`config.mk`:
```
export PLATFORM = sky130hd
export DESIGN_NAME = bcd_alu
export DESIGN_NICKNAME = d
export VERILOG_FILES = /design/src/logic/bcd_pkg.sv /design/src/logic/bcd_operand_stage.sv /design/src/logic/bcd_digit_cell.sv /design/src/logic/bcd_result_stage.sv /design/src/logic/bcd_alu.sv
export SDC_FILE = /design/constraint.sdc
export NUM_CORES = 1
export LEC_CHECK = 0
export ABC_AREA = 1
export BUFFER_PORTS_ARGS = -buffer_cell sky130_fd_sc_hd__buf_2
export CELL_PAD_IN_SITES_DETAIL_PLACEMENT = 0
export CELL_PAD_IN_SITES_GLOBAL_PLACEMENT = 1
export CORE_MARGIN = 1
export CORE_UTILIZATION = 47
export CTS_CLUSTER_DIAMETER = 40
export DETAILED_ROUTE_END_ITERATION = 16
export GPL_ROUTABILITY_DRIVEN = 1
export PLACE_DENSITY_LB_ADDON = 0.1
export SLEW_MARGIN = 15
export SYNTH_ARGS = -nofsm -noshare
export SYNTH_HDL_FRONTEND = slang
export SYNTH_SLANG_ARGS = --single-unit
export TNS_END_PERCENT = 5
```
`constraint.sdc`:
```
create_clock -name clk -period 12.5 [get_ports clk]
set_input_delay 2.5 -clock clk [delete_from_list [all_inputs] [get_ports clk]]
set_output_delay 2.5 -clock clk [all_outputs]
set_load 0.01 [all_outputs]
```
`src/logic/bcd_pkg.sv`:
```
`default_nettype none

package bcd_pkg;

	// ------------------------------------------------------------
	// widths and digit counts
	// ------------------------------------------------------------
	localparam int DIGIT_W     = 4;                      // one packed decimal digit
	localparam int NUM_DIGITS  = 4;                      // halfword mode
	localparam int BYTE_DIGITS = 2;                      // 8-bit accumulator mode
	localparam int WORD_W      = DIGIT_W * NUM_DIGITS;   // 16 bit operands

	typedef logic [DIGIT_W-1:0] bcd_digit_t;
	typedef logic [WORD_W-1:0]  bcd_word_t;

	// ------------------------------------------------------------
	// request and response
	// ------------------------------------------------------------
	typedef struct packed {
		bcd_word_t a;
		bcd_word_t b;
		logic      sub;        // subtract when set
		logic      byte_mode;  // two digit width
		logic      carry_in;   // on subtract, set means no borrow
	} bcd_req_t;

	typedef struct packed {
		bcd_word_t sum;
		logic      carry;      // on subtract, set means no borrow
		logic      zero;
		logic      negative;   // top bit of the selected width
	} bcd_rsp_t;

endpackage

`default_nettype wire

```
`src/logic/bcd_operand_stage.sv`:
```
`timescale 1ns/10ps
`default_nettype none

module bcd_operand_stage (
	input  logic              clk,
	input  logic              rst_i,
	input  logic              in_valid_i,
	output logic              in_ready_o,
	input  bcd_pkg::bcd_req_t in_req_i,
	output logic              s1_valid_o,
	input  logic              s1_ready_i,
	output bcd_pkg::bcd_req_t s1_req_o
);
	import bcd_pkg::*;

	logic     s1_valid_q;
	bcd_req_t s1_req_q;
	bcd_req_t req_masked;   // request as it is stored
	logic     in_fire;

	// ------------------------------------------------------------
	// handshake
	// ------------------------------------------------------------

	// free when empty, or when the result stage takes the entry now
	assign in_ready_o = !s1_valid_q || s1_ready_i;
	assign in_fire    = in_valid_i && in_ready_o;

	// ------------------------------------------------------------
	// byte mode operand masking
	// ------------------------------------------------------------
	always_comb begin
		req_masked = in_req_i;
		// upper digits of b go to zero, a keeps its upper byte
		if (in_req_i.byte_mode)
			req_masked.b[WORD_W-1:BYTE_DIGITS*DIGIT_W] = '0;
	end

	// ------------------------------------------------------------
	// stage one register
	// ------------------------------------------------------------
	always_ff @(posedge clk) begin
		if (rst_i)
			s1_valid_q <= 1'b0;
		else if (in_ready_o)
			s1_valid_q <= in_valid_i;   // load or drain
	end

	always_ff @(posedge clk) begin
		if (in_fire)
			s1_req_q <= req_masked;
	end

	assign s1_valid_o = s1_valid_q;
	assign s1_req_o   = s1_req_q;

	// held operands must not change under a stalled result stage
	property p_s1_hold;
		@(posedge clk) disable iff (rst_i)
		s1_valid_o && !s1_ready_i |=> s1_valid_o && $stable(s1_req_o);
	endproperty

	a_s1_hold: assert property (p_s1_hold)
		else $error("stage one request changed while stalled");

endmodule

`default_nettype wire

```
`src/logic/bcd_digit_cell.sv`:
```
`timescale 1ns/10ps
`default_nettype none

module bcd_digit_cell (
	input  bcd_pkg::bcd_digit_t a_i,
	input  bcd_pkg::bcd_digit_t b_i,
	input  logic                sub_i,
	input  logic                carry_i,
	output bcd_pkg::bcd_digit_t sum_o,
	output logic                carry_o
);
	import bcd_pkg::*;

	typedef logic [DIGIT_W:0] digit_ext_t;   // one spare bit for carry or sign

	digit_ext_t raw;

	always_comb begin
		if (sub_i) begin
			// a - b - borrow, spans -10 .. 9
			raw = digit_ext_t'(a_i) - digit_ext_t'(b_i) - digit_ext_t'(!carry_i);
			if (raw[DIGIT_W]) begin
				raw     = raw + digit_ext_t'(10);   // borrow from the next digit
				carry_o = 1'b0;
			end else begin
				carry_o = 1'b1;
			end
		end else begin
			raw = digit_ext_t'(a_i) + digit_ext_t'(b_i) + digit_ext_t'(carry_i);
			if (raw > digit_ext_t'(9)) begin
				raw     = raw - digit_ext_t'(10);   // decimal adjust
				carry_o = 1'b1;
			end else begin
				carry_o = 1'b0;
			end
		end
		sum_o = raw[DIGIT_W-1:0];
	end

endmodule

`default_nettype wire

```
`src/logic/bcd_result_stage.sv`:
```
`timescale 1ns/10ps
`default_nettype none

module bcd_result_stage (
	input  logic              clk,
	input  logic              rst_i,
	input  logic              s1_valid_i,
	output logic              s1_ready_o,
	input  bcd_pkg::bcd_req_t s1_req_i,
	input  bcd_pkg::bcd_word_t digit_sum_i,
	input  logic              carry_byte_i,
	input  logic              carry_word_i,
	output logic              out_valid_o,
	input  logic              out_ready_i,
	output bcd_pkg::bcd_rsp_t out_rsp_o
);
	import bcd_pkg::*;

	logic     out_valid_q;
	bcd_rsp_t rsp_q;
	bcd_rsp_t rsp_next;
	logic     s1_fire;

	// ------------------------------------------------------------
	// handshake
	// ------------------------------------------------------------
	assign s1_ready_o = !out_valid_q || out_ready_i;
	assign s1_fire    = s1_valid_i && s1_ready_o;

	// ------------------------------------------------------------
	// width select and flags
	// ------------------------------------------------------------
	always_comb begin
		if (s1_req_i.byte_mode) begin
			// upper byte of a passes through like the 8-bit accumulator
			rsp_next.sum      = {s1_req_i.a[WORD_W-1:BYTE_DIGITS*DIGIT_W],
			                     digit_sum_i[BYTE_DIGITS*DIGIT_W-1:0]};
			rsp_next.carry    = carry_byte_i;
			rsp_next.zero     = digit_sum_i[BYTE_DIGITS*DIGIT_W-1:0] == '0;
			rsp_next.negative = digit_sum_i[BYTE_DIGITS*DIGIT_W-1];
		end else begin
			rsp_next.sum      = digit_sum_i;
			rsp_next.carry    = carry_word_i;
			rsp_next.zero     = digit_sum_i == '0;
			rsp_next.negative = digit_sum_i[WORD_W-1];
		end
	end

	// ------------------------------------------------------------
	// output register
	// ------------------------------------------------------------
	always_ff @(posedge clk) begin
		if (rst_i)
			out_valid_q <= 1'b0;
		else if (s1_ready_o)
			out_valid_q <= s1_valid_i;
	end

	always_ff @(posedge clk) begin
		if (s1_fire)
			rsp_q <= rsp_next;
	end

	assign out_valid_o = out_valid_q;
	assign out_rsp_o   = rsp_q;

	property p_out_hold;
		@(posedge clk) disable iff (rst_i)
		out_valid_o && !out_ready_i |=> out_valid_o && $stable(out_rsp_o);
	endproperty

	a_out_hold: assert property (p_out_hold)
		else $error("response changed while stalled");

	// nothing is presented straight out of reset
	a_out_reset: assert property (@(posedge clk) rst_i |=> !out_valid_o)
		else $error("out_valid_o high after reset");

endmodule

`default_nettype wire

```
`src/logic/bcd_alu.sv`:
```
`timescale 1ns/10ps
`default_nettype none

module bcd_alu (
	input  logic              clk,
	input  logic              rst_i,
	input  logic              in_valid_i,
	output logic              in_ready_o,
	input  bcd_pkg::bcd_req_t in_req_i,
	output logic              out_valid_o,
	input  logic              out_ready_i,
	output bcd_pkg::bcd_rsp_t out_rsp_o
);
	import bcd_pkg::*;

	logic                  s1_valid;
	logic                  s1_ready;
	bcd_req_t              s1_req;
	bcd_word_t             digit_sum;
	logic [NUM_DIGITS:0]   carry_chain;   // entry k is the carry into digit k

	// ------------------------------------------------------------
	// stage one
	// ------------------------------------------------------------
	bcd_operand_stage u_operand (
		.clk        (clk),
		.rst_i      (rst_i),
		.in_valid_i (in_valid_i),
		.in_ready_o (in_ready_o),
		.in_req_i   (in_req_i),
		.s1_valid_o (s1_valid),
		.s1_ready_i (s1_ready),
		.s1_req_o   (s1_req)
	);

	// ------------------------------------------------------------
	// ripple chain of decimal digits, lowest digit first
	// ------------------------------------------------------------
	assign carry_chain[0] = s1_req.carry_in;

	for (genvar k = 0; k < NUM_DIGITS; k++) begin : g_digit
		bcd_digit_cell u_cell (
			.a_i     (s1_req.a[k*DIGIT_W +: DIGIT_W]),
			.b_i     (s1_req.b[k*DIGIT_W +: DIGIT_W]),
			.sub_i   (s1_req.sub),
			.carry_i (carry_chain[k]),
			.sum_o   (digit_sum[k*DIGIT_W +: DIGIT_W]),
			.carry_o (carry_chain[k+1])
		);
	end

	// ------------------------------------------------------------
	// stage two
	// ------------------------------------------------------------
	bcd_result_stage u_result (
		.clk          (clk),
		.rst_i        (rst_i),
		.s1_valid_i   (s1_valid),
		.s1_ready_o   (s1_ready),
		.s1_req_i     (s1_req),
		.digit_sum_i  (digit_sum),
		.carry_byte_i (carry_chain[BYTE_DIGITS]),   // out of the second digit
		.carry_word_i (carry_chain[NUM_DIGITS]),
		.out_valid_o  (out_valid_o),
		.out_ready_i  (out_ready_i),
		.out_rsp_o    (out_rsp_o)
	);

endmodule

`default_nettype wire

```
==> impl_metrics.env <==
export IMPL_status="finished, final reports clean"
export IMPL_synth_seq_cells=56
export IMPL_tns_ps=0
export IMPL_post_synth_num_cell_types=30
export IMPL_pin_count=60
export IMPL_reg2regPathDepth=55
export IMPL_postSynthCellCount=551
export IMPL_critical_path_peak_fanout=4
export IMPL_coreArea_um2=9240
export IMPL_post_cts_resized=0
export IMPL_synthesis_nets=652
export IMPL_synth_avg_cell_area_um2=8.15
export IMPL_report_power_total_uw=593
export IMPL_area_taken_by_multi_input_logic_gates_um2=2330
export IMPL_fin_worst_skew_ps=10.3
export IMPL_placed_instances=736
export IMPL_cellPowerDensity_nw_per_um2=117
export IMPL_detailroute_via_count=3544
export IMPL_synth_edf_count=54
export IMPL_die_y_um=99.8
export IMPL_drt_total_wl_mm=8.92
export IMPL_final_nets=715
export IMPL_worst_endpoint_arrival_ps=8300
export IMPL_hold_fix_buffers_cts=0
export IMPL_p_leak_nw=2.65
export IMPL_detail_route_wl_per_cell_um=12.0
export IMPL_holdCritPathClass="reg -> reg"
export IMPL_ir_drop_worst_vdd_mv=0.0845
export IMPL_fin_crit_period_ps=8230
export IMPL_cell_repeated_most_along_the_worst_path="sky130_fd_sc_hd__nand2_1"
export IMPL_gp_congestion=0.829
export IMPL_required_ps=12570
export IMPL_number_of_sinks_handled_by_clock_tree_synthesis=56
export IMPL_layout_drive_gt1_share_pct=16.4
export IMPL_rsz_0062_raised_after_global_routing="false"
export IMPL_max_buffers_root_to_sink=2
export IMPL_grt_antenna_before_repair=0
export IMPL_io_buffers=59
export IMPL_finalHoldViolations=0
export IMPL_global_route_peak_usage_layer="met2"
export IMPL_synth_main_ff_cell="sky130_fd_sc_hd__edfxtp_1"
export IMPL_grt_overflow_total=0
export IMPL_vias_per_cell=4.76
export IMPL_clk_latency_ps=310
export IMPL_drt_drc_violations_left=0
export IMPL_largest_stage_delay_on_the_critical_path_ps=530
export IMPL_dpl_hpwl_mm=7.25
export IMPL_drtIter0Drc=69
export IMPL_worst_slew_margin_relative_to_its_limit_pct=49.0
export IMPL_die_area_um2=9950
export IMPL_postCtsSetupBuffers=0
export IMPL_die_w_um=99.8
export IMPL_htree_levels=2
export IMPL_grt_pass1_wl_mm=15.4
export IMPL_grt_start_max_net_pins=27
export IMPL_critical_path_cell_with_the_highest_stage_delay="sky130_fd_sc_hd__fa_1"
export IMPL_start_util_pct=48.6
export IMPL_clk_transition_reported_paths_ps=100
export IMPL_antenna_cells=0
export IMPL_use_met1_pct=25.5
export IMPL_via_count_of_the_first_global_routing_pass=3420
export IMPL_grt_total_usage_pct=19.8
export IMPL_ys_async_sr_fraction_pct=0
export IMPL_synth_sequential_area_ratio_pct=37.0
export IMPL_setup_violations=0
export IMPL_critPathLaunch="u_operand.s1_req_o[0]"
export IMPL_netlist_area_um2=4490
export IMPL_clockRootBuffer="sky130_fd_sc_hd__clkbuf_8"
export IMPL_std_cell_rows=35
export IMPL_fin_crit_sh_pct=65.8
export IMPL_tritoncts="built"
export IMPL_fill_cells=895
export IMPL_dr_pass1_iterations=5
export IMPL_cts_buffers_inserted=5
export IMPL_worstMarginPinSlew_ps=764
export IMPL_global_route_usage_met2_pct=33.9
export IMPL_seqCellArea_um2=1660
export IMPL_crit_path_start_kind="register"
export IMPL_timing_worst_setup_path_type="reg -> reg"
export IMPL_hp_start="u_operand.s1_valid_o"
export IMPL_clock_fmax_mhz=122
export IMPL_finalMaxSlewViolations=0
export IMPL_yosys_warnings=0
export IMPL_drt_antenna_violating_nets=0
export IMPL_groute_layer_met3_usage_pct=2.74
export IMPL_regToRegStartpoint="u_operand.s1_req_o[0]"
export IMPL_hold_depth=2
export IMPL_area_growth_synth_to_final_pct=12.5
export IMPL_final_cells=744
export IMPL_timing_critical_path_to_type="register"
export IMPL_drv_cap=0
-- registers in the layout, summed over array words and instances (netlist names) --
signal and flops:
u_operand.s1_req_o 35, u_result.out_rsp_o 19, u_operand.s1_valid_o 1, u_result.out_valid_o 1
-- logic make-up (layout without fill, tap and decap cells) --
group                      Yosys count  count (layout)  share of synthesized area (%)
DFF                                 56              56                           37.0
adders and majority gates           62              62                           19.9
and+or+nand+nor                    254             254                           24.4
buffers and inverters              130             194                           11.1
xor gates and xnor gates             5               5                          0.975
AOI/OAI and AO/OA                   44              44                           6.52
-- worst paths after layout --
kind	to	slack [ps]
worst max-delay path	u_result.out_rsp_o[1]	4270
worst min-delay path	u_result.out_valid_o	500
worst max register to register	u_result.out_rsp_o[1]	4270
worst min register to register	u_result.out_valid_o	500
-- cells in the mapped netlist, drive strengths merged, types with 3 or more instances --
master	number	area [um^2]
nand3	55	295
nand3b	4	30.0
fa	16	320
o21ai	16	80.1
o211ai	3	22.5
inv	124	465
nand2	165	649
clkbuf	4	25.0
a21oi	19	144
edfxtp	54	1620
nor2	26	97.6
ha	46	576
xor2	4	35.0
-- power breakdown --
| group | internal (mW) | switching [mW] |
|---|---|---|
| Clock | 0.0595 | 0.0622 |
| Combinational | 0.0904 | 0.149 |
| Sequential | 0.224 | 0.00815 |
-- critical path, delay by kind of cell (launching register included) --
family | cells | cell delay (ps)
compound gates | 6 | 1160
fa+ha+maj | 12 | 3640
buf+inv | 12 | 870
flops | 1 | 370
simple gates | 25 | 1950
-- cells in the final DEF, fill, tap and decap left out, drive strengths merged, types with 2 or more instances in the layout --
| cell type | count |
|---|---|
| o211ai | 3 |
| nand3 | 55 |
| buf | 62 |
| a21oi | 19 |
| xor2 | 4 |
| o21a | 2 |
| edfxtp | 54 |
| nor2 | 26 |
| inv | 124 |
| or2 | 2 |
| ha | 46 |
| o21ai | 16 |
| nand3b | 4 |
| nand4 | 2 |
| nand2 | 165 |
| fa | 16 |
| clkbuf | 5 |
| dfxtp | 2 |
-- through the flow --
stage	hold WS, ps	setup WS, ps	utilization (%)	cell area, um^2
after floorplan	445	4990	-	4490
after global placement	477	4500	53.5	4940
after detailed placement	484	4260	53.5	4940
after CTS	500	4240	54.7	5050
after global routing	531	3410	54.7	5050
final	497	4270	54.7	5050
-- cell type report --
class / instances / area share [%]
multi-input combinational: 365 / 46.2
sequential: 56 / 32.9
inverter: 124 / 9.21
timing repair buffer: 62 / 6.29
tap: 129 / 3.20
clock buffer: 5 / 1.36
clock inverter: 3 / 0.842
-- metal layers --
metal  vias to the layer above  wire, um  share of wire [%]
met5                         -         0                  0
met4                         0       234                2.6
met3                        18       293                3.3
met2                        83      4230                 47
met1                      1592      4160                 47
li1                       1851         -                  -
(Power assumes the default switching activity.)
